**src/aes_dec_pkg.sv**
```systemverilog
package aes_dec_pkg;

    typedef logic [7:0]   byte_t;
    typedef logic [31:0]  word_t;
    typedef logic [127:0] block_t;
    typedef logic [3:0]   round_idx_t;
    typedef logic [7:0]   apb_addr_t;

    localparam round_idx_t NUM_ROUNDS = 4'd10;

    // index 0 is the constant for the first derived key
    localparam byte_t RCON [0:9] = '{
        8'h01, 8'h02, 8'h04, 8'h08, 8'h10,
        8'h20, 8'h40, 8'h80, 8'h1b, 8'h36
    };

    // x^8 + x^4 + x^3 + x + 1
    localparam byte_t GF_POLY = 8'h1b;

    localparam apb_addr_t ADDR_CTRL   = 8'h00;
    localparam apb_addr_t ADDR_STATUS = 8'h04;
    localparam apb_addr_t ADDR_KEY0   = 8'h10;
    localparam apb_addr_t ADDR_DIN0   = 8'h20;
    localparam apb_addr_t ADDR_DOUT0  = 8'h30;

    typedef struct packed {
        logic      psel;
        logic      penable;
        logic      pwrite;
        apb_addr_t paddr;
        word_t     pwdata;
    } apb_req_t;

    typedef struct packed {
        logic       expand_en;
        logic       load;
        logic       round_en;
        logic       last;
        round_idx_t key_idx;
    } dec_ctl_t;

    typedef enum logic [1:0] {
        IDLE,
        EXPAND,
        LOAD,
        ROUND
    } dec_state_e;

endpackage

```
**src/dec_control.sv**
```systemverilog
`timescale 1ns/1ns

module dec_control
    import aes_dec_pkg::*;
(
    input  logic     clk,
    input  logic     rst_n,
    input  logic     start,
    output dec_ctl_t ctl,
    output logic     busy,
    output logic     done
);

    dec_state_e st;
    round_idx_t cnt;

    always_ff @(posedge clk)
    begin
        if (!rst_n)
        begin
            st   <= IDLE;
            cnt  <= '0;
            done <= 1'b0;
        end
        else
        begin
            case (st)
                IDLE:
                begin
                    if (start)
                    begin
                        st   <= EXPAND;
                        cnt  <= '0;
                        done <= 1'b0;
                    end
                end
                EXPAND:
                begin
                    if (cnt == NUM_ROUNDS - 4'd1)
                        st <= LOAD;
                    else
                        cnt <= cnt + 4'd1;
                end
                LOAD:
                begin
                    st  <= ROUND;
                    cnt <= NUM_ROUNDS - 4'd1;
                end
                ROUND:
                begin
                    // key 0 closes the last round
                    if (cnt == '0)
                    begin
                        st   <= IDLE;
                        done <= 1'b1;
                    end
                    else
                        cnt <= cnt - 4'd1;
                end
                default:
                    st <= IDLE;
            endcase
        end
    end

    always_comb
    begin
        ctl.expand_en = (st == EXPAND);
        ctl.load      = (st == LOAD);
        ctl.round_en  = (st == ROUND);
        ctl.last      = (st == ROUND) && (cnt == '0);
        ctl.key_idx   = (st == LOAD) ? NUM_ROUNDS : cnt;
    end

    assign busy = (st != IDLE);

endmodule

```
**config.mk**
```make
export PLATFORM = sky130hd
export DESIGN_NAME = dec_control
export DESIGN_NICKNAME = d
export VERILOG_FILES = /design/src/aes_dec_pkg.sv /design/src/dec_control.sv
export SDC_FILE = /design/constraint.sdc
export NUM_CORES = 1
export LEC_CHECK = 0
export ABC_AREA = 1
export BUFFER_PORTS_ARGS = -buffer_cell sky130_fd_sc_hd__buf_2
export CAP_MARGIN = 15
export CORE_AREA = 2 2 39 41
export CTS_BUF_LIST = sky130_fd_sc_hd__clkbuf_4 sky130_fd_sc_hd__clkbuf_8 sky130_fd_sc_hd__clkbuf_16
export CTS_CLUSTER_DIAMETER = 200
export CTS_CLUSTER_SIZE = 16
export DETAILED_ROUTE_END_ITERATION = 12
export DIE_AREA = 0 0 41 43
export PLACE_DENSITY = 0.72
export SLEW_MARGIN = 20
export SYNTH_ARGS = -nofsm -noshare
export SYNTH_HDL_FRONTEND = slang
export SYNTH_SLANG_ARGS = --single-unit
export TNS_END_PERCENT = 30
```
**constraint.sdc**
```tcl
create_clock -name clk -period 1.94 [get_ports clk]
set_input_delay 0.194 -clock clk [delete_from_list [all_inputs] [get_ports clk]]
set_output_delay 0.194 -clock clk [all_outputs]
set_load 0.01 [all_outputs]
```
### Word-level counts from Yosys, hierarchy flattened

Cells that the tools add are included.

* register bits: 7
* input port bits: 3
* word-level logic and storage cells: 34

* add/subtract/negate cells: 2
* equal/unequal tests: 9
* multiplexer cells: 12
* reductions and logical operators: 8

Operators by type and width (count)
* 4-bit two-way mux: 4
* 4-bit case mux with 4 select lines: 1
* 3-bit AND reduction: 3
* 2-bit case mux with 4 select lines: 1
* 2-bit two-way mux: 3
* 2-bit inequality test, second input constant: 3
* 4-bit by 1-bit adder with 4-bit output, second input constant: 1
* 2-bit == test, second input constant: 2
* 4-bit == test, second input constant: 1
* 4-bit logical NOT: 1
* 2-bit by 1-bit inequality test with 1-bit output, second input constant: 2
* 2-bit nonzero test: 2
* 4-bit by 1-bit subtractor with 4-bit output, second input constant: 1
* 2-bit by 1-bit == test with 1-bit output, second input constant: 1
* 2-bit logical NOT: 1
* 1-bit two-way mux: 2
* 1-bit case mux with 2 select lines: 1
* 1-bit logical AND: 1

### Longest topological paths before layout

* depth in word-level cells: 3
* depth in mapped cells: 12
* gate-level depth less buffers: 12

### Worst setup path after synthesis

Ideal clock, no wire load.

* kind: reg2reg
* from: register st[0]
* to: register cnt[2]
* library setup time: 112 ps
* arrival: 1637 ps
* data required time: 1828 ps
* setup slack: 191 ps
* stages on the path, launching flop included: 12
* buffers on the path: 0
* path through: dfxtp_1 -> ha_1 -> nand2_1 -> and2_1 -> ha_1 -> inv_1 -> nand2_1 -> or2_1 -> nand3_1 -> nand2_1 -> nand2_1 -> nor2_2

RTL lines
* from (decl): line dec_control.sv:14 `dec_state_e st;`
* from (signal assigned): line dec_control.sv:21 `st <= IDLE;`
* from (signal assigned): line dec_control.sv:32 `st <= EXPAND;`
* from (signal assigned): line dec_control.sv:40 `st <= LOAD;`
* to (signal assigned): line dec_control.sv:42 `cnt <= cnt + 4'd1;`
* to (signal assigned): line dec_control.sv:47 `cnt <= NUM_ROUNDS - 4'd1;`
* to (signal assigned): line dec_control.sv:58 `cnt <= cnt - 4'd1;`
* to (decl): line dec_control.sv:15 `round_idx_t cnt;`

### Final worst setup path

* from: register st[0]
* to: register cnt[2]

* cells in the longest elaborated chain, start to end: 3
* elaborated cells on any way between the ends: 9
* classes of those cells: 6 x eq/ne; 1 x mux; 2 x reduce/logical

Ends and longest elaborated chain
* 2-bit by 1-bit == test with 1-bit output (tied with other cells): line dec_control.sv:27 `case (st)`
* 2-bit inequality test (no source line)
* 3-bit AND reduction (no source line)

Parallel ways exist; a longest one is shown, timed or not.
A chain may end at the register's enable or synchronous reset.

==> flow_summary.toml <==
[global_route]
grt_use_met2_pct = 27.2
track_usage_pct = 18.8
antenna_found_initial = 0
use_met1_pct = 25.6
top_usage_layer = "met2"
grt.overflow.total = 0
grt_max_degree = 8
grt_pass1_wl_um = 2250
grt_pass1_vias = 510
grtUsageMet3_pct = 3.14

[timing]
fin_setup_tns_ps = 0
post-route-period-util_pct = 90.4
period_minus_slack_ps = 1750
setup_viol = 0
rsz0062_at_grt = "false"
relSlewSlack_pct = 81.2
fmax_mhz = 570
fin_skew_ps = 3.17
final_max_slew_viol_count = 0
worst_slew_pin_slew_ps = 281
hold_viol_final = 0

[routing]
vias_per_cell = 4.57
totalWireLength_um = 1350
vias = 603
post-route-drc-count = 0
wl_per_cell_um = 10.2
firstDrtPassIters = 5
drt_iter0_drc = 8
final_antenna_net_count = 0

[logic_synthesis]
ys_ff_latch = 7
synthMuxAreaShare_pct = 0
netlist_instances = 99
yosys.area_share.simple_pct = 45.9
synth.most_common_cell = "nand2_1"
synth_xor_xnor_area_share_pct = 1.36
syn-num-nets = 110
synthFlopType = "dfxtp_1"
synth-compound-area-share_pct = 4.28
synth_adder_area_share_pct = 15.6
syn_area_sq_um = 643
synth_top_cell_area_share_pct = 21.8
syn_avg_cell_area_sq_um = 6.50
yosys.area.top_type = "dfxtp_1"
synth_cell_types = 19
async_reset_ff_share_pct = 0
synth_top_family_by_area = "simple AND/OR/NAND/NOR gates"
ys_seq_area_share_pct = 21.8
synth-edff-count = 0
ys_top_cells_by_area = "dfxtp_1 (22%), nand2_1 (18%), ha_1 (16%), inv_1 (8.8%), nor2_1 (6.4%)"
synth_common_cells = "nand2_1 (31), inv_1 (15), nor2_1 (11)"
ys_warn_count = 0

[worst_setup_path]
cp_data_required_time_ps = 2090
cp_max_fo = 7
crit_start = "st[0]"
critPathLaunchType = "flip-flop"
worstPathArrival_ps = 1900
worstSetupPathType = "flip-flop to flip-flop"
timing.rr.start = "st[0]"
cp-end-kind = "flip-flop"

[min_path]
hold_class = "input pin to flip-flop"
min_from = "rst_n"

[cts]
root_buffer = "clkbuf_4"
cts_hold_buf = 0
ctsResizeCount = 0
numCtsBuffers = 3
cts_sinks = 7
path_clk_slew_ps = 60
clk_latency_ps = 260
htree_levels = 1
clockBufferDepth = 2
cts_setup_buffers = 0
cts_tree = "done"

[power]
power_leakage_uw = 0.000451
irDropWorstVdd_mv = 0.602
powerDensity_nw_per_um2 = 1430

[outcome]
status = "complete, no violations"

[flow_run]
maxCapViolCount = 0

[place]
gp_congestion = 0.737
io_buffers = 12
postPlaceCellArea_sq_um = 731
dp_hpwl_um = 1090

[final_layout]
fin_nets = 128
insertedDiodeCount = 0
drive_above_1_share_pct = 26.7
final_area_sq_um = 761
area_delta_synth_final_pct = 18.3

[die]
initial_core_util_pct = 46.5
dieWidth_um = 41
core_area_sq_um = 1380
dieArea_sq_um = 1760
fp.dieH_um = 43
num_rows = 14
io_pins = 13
placed cells by master (no fill, tap or decap), types with 2 or more instances in the layout:
cell / n
inv_1: 15
a21oi_2: 2
inv_2: 4
clkbuf_4: 4
a21oi_1: 2
ha_1: 8
nand3_2: 3
nor2_2: 2
nor2_1: 11
nand3_1: 6
dfxtp_1: 7
buf_2: 12
nand2_1: 31
final timing paths:
kind / slack [ps] / to / depth (start not counted)
setup / recovery: 190 / cnt[2] / 11
hold / removal: 210 / st[0] / 3
setup reg to reg: 190 / cnt[2] / 11
hold reg to reg: 450 / done / 2
per-stage QoR:
step                      instances  util [%]  worst slack [ps]  hold slack, ps  power [uW]
after floorplan                  99         -               191             314         761
after global placement          128      52.8               265             446         923
after detailed placement        128      52.8               197             451         938
after CTS                       132      55.0               189             219        1090
after global routing            132      55.0              38.6             213        1200
final                           132      55.0               186             214        1090
kinds of logic (layout without fill, tap and decap cells):
group           after synthesis  count (layout)
fa+ha+maj                     8               8
xor+xnor                      1               1
buf+inv                      19              36
compound gates                4               4
simple gates                 60              60
flops                         7               7
sequential cells by signal, summed over array words and instances, names as in the netlist:
register and cells:
cnt 4, done 1, st 2
final cells by class:
| type | instances | area, sq um |
|---|---|---|
| Sequential cell | 7 | 140 |
| Multi-Input combinational cell | 73 | 432 |
| Clock buffer | 4 | 30.0 |
| Timing Repair Buffer | 13 | 67.6 |
| Inverter | 19 | 71.3 |
| Tap cell | 16 | 20.0 |
| Fill cell | 135 | 623 |
per-layer routing:
| metal | vias up | wire length [um] | part of all wire (%) |
|---|---|---|---|
| met3 | 5 | 76 | 5.6 |
| met5 | - | 0 | 0 |
| met1 | 242 | 686 | 51 |
| met4 | 0 | 27 | 2.0 |
| met2 | 18 | 561 | 41 |
| li1 | 338 | - | - |
power breakdown:
group / switching, uW / internal [uW]
combinational: 415 / 259
clock: 60.2 / 92.9
sequential: 63.5 / 195
worst max-delay path, stage by stage, from the launching register on:
cell and delay (ps):
dfxtp_1 440, ha_1 250, nand2_1 80, and2_1 170, ha_1 170, inv_1 50
nand2_1 50, or2_1 200, nand3_1 60, nand2_1 50, nand2_1 70, nor2_2 30
Power figures use the tool's default switching activity.
