**config.mk**
```make
export PLATFORM = sky130hd
export DESIGN_NAME = apb_regs
export DESIGN_NICKNAME = d
export VERILOG_FILES = /design/src/aes_dec_pkg.sv /design/src/apb_regs.sv
export SDC_FILE = /design/constraint.sdc
export NUM_CORES = 1
export LEC_CHECK = 0
export ABC_AREA = 1
export BUFFER_PORTS_ARGS = -buffer_cell sky130_fd_sc_hd__buf_2
export CAP_MARGIN = 20
export CORE_AREA = 2 2 181 183
export CTS_BUF_LIST = sky130_fd_sc_hd__clkbuf_2 sky130_fd_sc_hd__clkbuf_4 sky130_fd_sc_hd__clkbuf_8
export DETAILED_ROUTE_END_ITERATION = 6
export DIE_AREA = 0 0 183 185
export GPL_TIMING_DRIVEN = 0
export RECOVER_POWER = 25
export SLEW_MARGIN = 20
export SYNTH_ARGS = -nofsm -noshare
export SYNTH_HDL_FRONTEND = slang
export SYNTH_SLANG_ARGS = --single-unit
```
**constraint.sdc**
```tcl
create_clock -name clk -period 8.4 [get_ports clk]
set_input_delay 0.84 -clock clk [delete_from_list [all_inputs] [get_ports clk]]
set_output_delay 0.84 -clock clk [all_outputs]
set_load 0.03 [all_outputs]
```
**src/aes_dec_pkg.sv**
```systemverilog
package aes_dec_pkg;

    typedef logic [7:0]   byte_t;
    typedef logic [31:0]  word_t;
    typedef logic [127:0] block_t;
    typedef logic [3:0]   round_idx_t;
    typedef logic [7:0]   apb_addr_t;

    localparam round_idx_t NUM_ROUNDS = 4'd10;

    // index 0 is the constant for the first derived key
    localparam byte_t RCON [0:9] = '{
        8'h01, 8'h02, 8'h04, 8'h08, 8'h10,
        8'h20, 8'h40, 8'h80, 8'h1b, 8'h36
    };

    // x^8 + x^4 + x^3 + x + 1
    localparam byte_t GF_POLY = 8'h1b;

    localparam apb_addr_t ADDR_CTRL   = 8'h00;
    localparam apb_addr_t ADDR_STATUS = 8'h04;
    localparam apb_addr_t ADDR_KEY0   = 8'h10;
    localparam apb_addr_t ADDR_DIN0   = 8'h20;
    localparam apb_addr_t ADDR_DOUT0  = 8'h30;

    typedef struct packed {
        logic      psel;
        logic      penable;
        logic      pwrite;
        apb_addr_t paddr;
        word_t     pwdata;
    } apb_req_t;

    typedef struct packed {
        logic       expand_en;
        logic       load;
        logic       round_en;
        logic       last;
        round_idx_t key_idx;
    } dec_ctl_t;

    typedef enum logic [1:0] {
        IDLE,
        EXPAND,
        LOAD,
        ROUND
    } dec_state_e;

endpackage

```
**src/apb_regs.sv**
```systemverilog
`timescale 1ns/1ns

module apb_regs
    import aes_dec_pkg::*;
(
    input  logic     clk,
    input  logic     rst_n,
    input  apb_req_t apb_req,
    output word_t    prdata,
    output logic     pready,
    output logic     pslverr,
    input  logic     busy,
    input  logic     done,
    input  block_t   result,
    output logic     start,
    output block_t   key,
    output block_t   din
);

    word_t       key_q [4];
    word_t       din_q [4];
    logic [1:0]  idx;
    logic        access;
    logic        aligned;
    logic        is_ctrl;
    logic        is_status;
    logic        is_key;
    logic        is_din;
    logic        is_dout;
    logic        wr_ok;

    assign access  = apb_req.psel && apb_req.penable;
    assign idx     = apb_req.paddr[3:2];
    assign aligned = (apb_req.paddr[1:0] == 2'b00);

    assign is_ctrl   = (apb_req.paddr == ADDR_CTRL);
    assign is_status = (apb_req.paddr == ADDR_STATUS);
    assign is_key    = aligned && (apb_req.paddr[7:4] == ADDR_KEY0[7:4]);
    assign is_din    = aligned && (apb_req.paddr[7:4] == ADDR_DIN0[7:4]);
    assign is_dout   = aligned && (apb_req.paddr[7:4] == ADDR_DOUT0[7:4]);

    // unmapped, read-only target, or operand change mid-run
    always_comb
    begin
        pslverr = 1'b0;
        if (access)
        begin
            if (!(is_ctrl || is_status || is_key || is_din || is_dout))
                pslverr = 1'b1;
            else if (apb_req.pwrite && (is_status || is_dout))
                pslverr = 1'b1;
            else if (apb_req.pwrite && busy
                     && (is_key || is_din || (is_ctrl && apb_req.pwdata[0])))
                pslverr = 1'b1;
        end
    end

    assign pready = 1'b1;
    assign wr_ok  = access && apb_req.pwrite && !pslverr;
    assign start  = wr_ok && is_ctrl && apb_req.pwdata[0];

    always_ff @(posedge clk)
    begin
        if (!rst_n)
        begin
            for (int i = 0; i < 4; i++)
            begin
                key_q[i] <= '0;
                din_q[i] <= '0;
            end
        end
        else if (wr_ok)
        begin
            if (is_key)
                key_q[idx] <= apb_req.pwdata;
            if (is_din)
                din_q[idx] <= apb_req.pwdata;
        end
    end

    // word 0 is the most significant
    assign key = {key_q[0], key_q[1], key_q[2], key_q[3]};
    assign din = {din_q[0], din_q[1], din_q[2], din_q[3]};

    always_comb
    begin
        prdata = '0;
        if (is_status)
            prdata = {30'b0, done, busy};
        else if (is_key)
            prdata = key_q[idx];
        else if (is_din)
            prdata = din_q[idx];
        else if (is_dout && done)
            prdata = result[127 - 32*idx -: 32];
    end

endmodule

```
After elaboration in Yosys (flattened, before gate mapping)
Memories as Yosys holds them, arrays and structs flattened.
Index checks and enable logic that the tools add are counted.
{"block": "word_totals", "regBits": 0, "ram_bits": 256, "in_bits": 175, "out_inout_bits": 291, "wordCells": 56, "mem_count": 2}
{"memory": "din_q", "words": 4, "width": 32, "rd": 5, "rd_ports_with_merged_regs": 0, "write_ports": 4, "line": "apb_regs.sv:21", "rtl": "word_t din_q [4];"}
{"memory": "key_q", "words": 4, "width": 32, "rd": 5, "rd_ports_with_merged_regs": 0, "write_ports": 4, "line": "apb_regs.sv:20", "rtl": "word_t key_q [4];"}
{"block": "classes", "addsub": 1, "n_eq_ne": 4, "n_shift": 1, "muxes": 23, "reduce_logical": 25}
{"operator": "two-way mux 32 bit", "n": 6}
{"operator": "indexed part select 159 x 33 -> 32 bit", "n": 1}
{"operator": "OR reduction 32 bit", "n": 2}
{"operator": "two-way mux 1 bit", "n": 15}
{"operator": "logical AND 1 bit", "n": 13}
{"operator": "equality test 4 x 2 -> 1 bit (second input constant)", "n": 2}
{"operator": "equality test 8 x 3 -> 1 bit (second input constant)", "n": 1}
{"operator": "zero test 8 bit", "n": 1}
{"operator": "subtractor 7 x 7 -> 8 bit (first input constant)", "n": 1}
{"operator": "logical OR 1 bit", "n": 7}
{"operator": "equality test 4 x 1 -> 1 bit (second input constant)", "n": 1}
{"operator": "two-way mux 2 bit", "n": 2}
{"operator": "zero test 2 bit", "n": 1}
{"operator": "zero test 1 bit", "n": 1}

Longest topological paths before layout
{"block": "logic_depth", "ltp_word": 16, "depth_mapped": 13, "mapped_depth_nobuf": 11}

Least setup slack after synthesis
OpenSTA, ideal clock, no wires.
{"block": "synth_timing", "path_kind": "input-to-reg", "start": "in apb_req[39] (netlist name)", "end": "mem key_q[0][0] (netlist name) (enable)", "setup_time_ps": 466, "arrival_time_ps": 4138, "required_ps": 7934, "setup_slack_ps": 3797, "cell_stages": 10, "path_buffers": 1, "cell_sequence": "nor2_2 > nand2_1 > nor2_2 > nor2_1 > nand2_1 > nand3_1 > nor2_2 > buf_4 > nand2_1 > o21ai_0"}
{"element": "start, declared", "line": "apb_regs.sv:8", "rtl": "input apb_req_t apb_req,"}
{"element": "end, declared", "line": "apb_regs.sv:20"}

Final worst setup path
{"block": "layout_timing", "start": "in apb_req[35] (netlist name)", "end": "out prdata[19]"}
{"block": "layout_between", "elab_chain_len": 6, "elab_cells_between_ends": 9, "classes_between": "1 x add/sub; 1 x eq/ne; 1 x shift; 4 x mux; 2 x memory"}
{"element": "subtractor 7 x 7 -> 8 bit", "line": "apb_regs.sv:95", "rtl": "prdata = result[127 - 32*idx -: 32];"}
{"element": "indexed part select 159 x 33 -> 32 bit", "line": "apb_regs.sv:95"}
{"element": "two-way mux 32 bit", "line": "apb_regs.sv:94", "rtl": "else if (is_dout && done)"}
{"element": "two-way mux 32 bit", "line": "apb_regs.sv:92", "rtl": "else if (is_din)"}
{"element": "two-way mux 32 bit", "line": "apb_regs.sv:90", "rtl": "else if (is_key)"}
{"element": "two-way mux 32 bit *", "line": "apb_regs.sv:88", "rtl": "if (is_status)"}
{"element": "end, declared", "line": "apb_regs.sv:9", "rtl": "output word_t prdata,"}
Every way passes the cells marked *; elsewhere a longest branch is shown, timed or not.

==> impl_metrics.sql <==
INSERT INTO impl_metrics (metric_group, metric, value, unit) VALUES
('status', 'run_status', 'finished, final reports clean', ''),
('pwr', 'maximum_resistive_drop_on_vdd', '117', 'uV'),
('timing', 'rsz0062_at_grt', 'false', ''),
('synthesis', 'synthArstFlopShare', '0', '%'),
('timing', 'max_transition_margin', '35.7', '%'),
('global_routing', 'antenna_found_initial', '4', ''),
('layout', 'layout.nets', '1848', ''),
('clock_network', 'cts.clk_slew.worst_paths', '60', 'ps'),
('floorplanning', 'area_inside_the_core_boundary', '32000', 'sq um'),
('synthesis', 'netlist_area', '12100', 'sq um'),
('synthesis', 'avg_inst_size_synth', '10.5', 'sq um'),
('layout', 'layout.cells.most_common', 'sky130_fd_sc_hd__clkbuf_1', ''),
('global_routing', 'maximum_number_of_pins_on_one_net_before_global_route_repair', '18', ''),
('timing', 'post-route-period-util', '52.2', '%'),
('pwr', 'power.leakage', '0.00665', 'uW'),
('critical_path', 'critPathMaxStageDelay', '830', 'ps'),
('worst_hold_path', 'timing.hold.worst.class', 'primary input to flip-flop', ''),
('clock_network', 'postCtsHoldBufs', '0', ''),
('drt', 'vias', '11700', ''),
('global_routing', 'grt.total_usage', '30.5', '%'),
('layout', 'final_util', '49.6', '%'),
('clock_network', 'cts_root_buffer', 'sky130_fd_sc_hd__clkbuf_8', ''),
('floorplanning', 'floorplan.rows', '66', ''),
('drt', 'dr_vias_cell', '5.56', ''),
('worst_hold_path', 'worst_hold_path.endpoint', 'din_q[0][31]', ''),
('placed_design', 'gp_congestion', '0.911', ''),
('critical_path', 'cp_max_fo', '10', ''),
('synthesis', 'most_common_flop_cell_mapped_by_yosys', 'sky130_fd_sc_hd__edfxtp_1', ''),
('drt', 'finalWirelength', '54000', 'um'),
('layout', 'layout_common_cells', 'sky130_fd_sc_hd__clkbuf_1, sky130_fd_sc_hd__buf_2, sky130_fd_sc_hd__edfxtp_1', ''),
('floorplanning', 'die-height', '185', 'um'),
('timing', 'timing.final.hold_violations', '0', ''),
('critical_path', 'end_kind', 'primary output', ''),
('timing', 'finalSetupTns', '0', 'ps'),
('timing', 'slew_violations', '0', ''),
('pwr', 'pwr_density_cell', '195', 'nW/um^2'),
('layout', 'syn2layout_area_growth', '31.1', '%'),
('synthesis', 'postSynthNetCount', '1329', ''),
('synthesis', 'synth_seq_cells', '256', ''),
('timing', 'fin_crit', '4380', 'ps'),
('global_routing', 'via_count_of_the_first_global_routing_pass', '11200', ''),
('drt', 'post_drt_wl_per_cell', '25.6', 'um'),
('timing', 'tightest_slew', '964', 'ps'),
('synthesis', 'sequential_to_total_area_share_from_yosys_stat', '63.4', '%'),
('worst_hold_path', 'cell_depth_of_the_worst_min_delay_path', '3', ''),
('global_routing', 'grt_residual_overflow', '0', ''),
('clock_network', 'clock_tree_from_tritoncts', 'built', ''),
('critical_path', 'setup.worst_path.start_class', 'primary input', ''),
('floorplanning', 'fp.dieW', '183', 'um'),
('clock_network', 'deepest_level_of_the_cts_h_tree', '2', ''),
('clock_network', 'cts_max_path_buffers', '3', ''),
('layout', 'share_of_final_layout_standard_cells_stronger_than_drive_strength_1', '22.8', '%'),
('global_routing', 'grt_pass1_wl', '74100', 'um'),
('critical_path', 'cp_cell_sequence', 'buf_2, inv_1, nand2_1, clkbuf_1, o22ai_1, o31ai_1, o21ai_0, inv_1, buf_2', ''),
('drt', 'antenna_violating_nets_post_route', '0', ''),
('timing', 'hold-worst-slack', '664', 'ps'),
('synthesis', 'yosys_warnings', '0', ''),
('critical_path', 'worst-setup-path-type', 'primary input to primary output', ''),
('floorplanning', 'number_of_top_level_pins', '466', ''),
('worst_hold_path', 'hold_path.startpoint', 'apb_req[31]', ''),
('critical_path', 'data_required_time_at_the_worst_endpoint', '7560', 'ps'),
('critical_path', 'cp.buffers_inverters', '5', ''),
('synthesis', 'synthDistinctLibCells', '28', ''),
('clock_network', 'ctsResizeCount', '0', ''),
('drt', 'first_pass_iteration_count_of_the_detailed_router', '7', ''),
('layout', 'filler_cell_count', '3170', ''),
('critical_path', 'critical_path.top_delay_family', 'buffers and inverters', ''),
('drt', 'dr.first_iter.drc_count', '1297', ''),
('clock_network', 'postCtsSetupRepairBufs', '0', ''),
('run', 'max-cap-violations', '0', ''),
('placed_design', 'dp_hpwl', '41200', 'um');
[kinds of logic (layout without fill, tap and decap cells)]
family	count (synthesis)	after routing	synth area share, %
AO/OA/AOI/OAI	282	282	14.7
buffers and inverters	201	749	6.52
flip-flops	256	256	63.4
other	1	4	0.0309
AND/OR/NAND/NOR	414	414	15.4
[cells in the mapped netlist, types with 3 or more instances]
cell                         n  area [sq um]
sky130_fd_sc_hd__o21ai_0    93           465
sky130_fd_sc_hd__nand4_2    18           225
sky130_fd_sc_hd__o31ai_1    29           218
sky130_fd_sc_hd__nand2_1   132           495
sky130_fd_sc_hd__nor2_2      5          31.3
sky130_fd_sc_hd__buf_6       3          33.8
sky130_fd_sc_hd__buf_2       5          25.0
sky130_fd_sc_hd__inv_1     102           383
sky130_fd_sc_hd__a31o_2      3          26.3
sky130_fd_sc_hd__buf_1       9          33.8
sky130_fd_sc_hd__edfxtp_1  256          7690
sky130_fd_sc_hd__clkbuf_1   77           289
sky130_fd_sc_hd__a22o_1     29           254
sky130_fd_sc_hd__nand4_1    52           325
sky130_fd_sc_hd__o22ai_1   116           726
sky130_fd_sc_hd__a22oi_1     9          67.6
sky130_fd_sc_hd__nand3_1     3          15.0
sky130_fd_sc_hd__nor2_1    200           751
[area by class of cell]
cell class	instances	area [sq um]	share of cell area, %
sequential	256	7690	48.3
multi-input combinational	697	3730	23.5
buffer	96	397	2.49
timing repair buffer	474	2320	14.6
clock inverter	11	98.8	0.622
tap	408	510	3.21
antenna	3	7.51	0.0472
clock buffer	63	754	4.74
inverter	105	394	2.48
[sequential cells by signal, summed over array words and instances (netlist names)]
| name | flops |
|---|---|
| din_q | 128 |
| key_q | 128 |
[per-layer routing]
metal	global-route usage, %	vias up	wire, um	share of wire (%)
li1	-	5231	-	-
met4	10.4	2	1630	3.0
met3	6.31	100	5430	10
met2	49.9	731	25300	47
met1	40.7	5682	21700	40
met5	0	-	13	0.024
[stage by stage]
step | area, sq um | worst slack [ps] | cells | power (uW)
floorplan | 12100 | 3800 | 1154 | 1780
global placement | 15000 | 831 | 2025 | 1990
detailed placement | 15300 | 4110 | 2036 | 2000
CTS | 16100 | 4100 | 2110 | 3120
global route | 15900 | 3850 | 2113 | 3180
finish | 15900 | 4020 | 2113 | 3100
[how the worst max path moves through the flow]
stage | from | slack (ps) | cells past startpoint | end
final | apb_req[35] | 4020 | 9 | prdata[19]
after floorplan | apb_req[39] | 3800 | 10 | key_q[0][0]
after detailed placement | apb_req[35] | 4110 | 10 | prdata[23]
after CTS | apb_req[35] | 4100 | 10 | prdata[29]
after global routing | apb_req[35] | 3850 | 10 | prdata[9]
after global placement | apb_req[32] | 830 | 11 | key_q[0][4]
[tightest hold or removal path, stage by stage]
cell and delay (ps):
sky130_fd_sc_hd__buf_2 100, sky130_fd_sc_hd__inv_1 40, sky130_fd_sc_hd__nor2_1 100
[power breakdown]
part | total [uW] | switching [uW] | internal, uW
Combinational | 455 | 340 | 114
Clock | 1130 | 497 | 633
Sequential | 1510 | 43.5 | 1470
Total | 3100 | 880 | 2220
(Power assumes the default switching activity.)
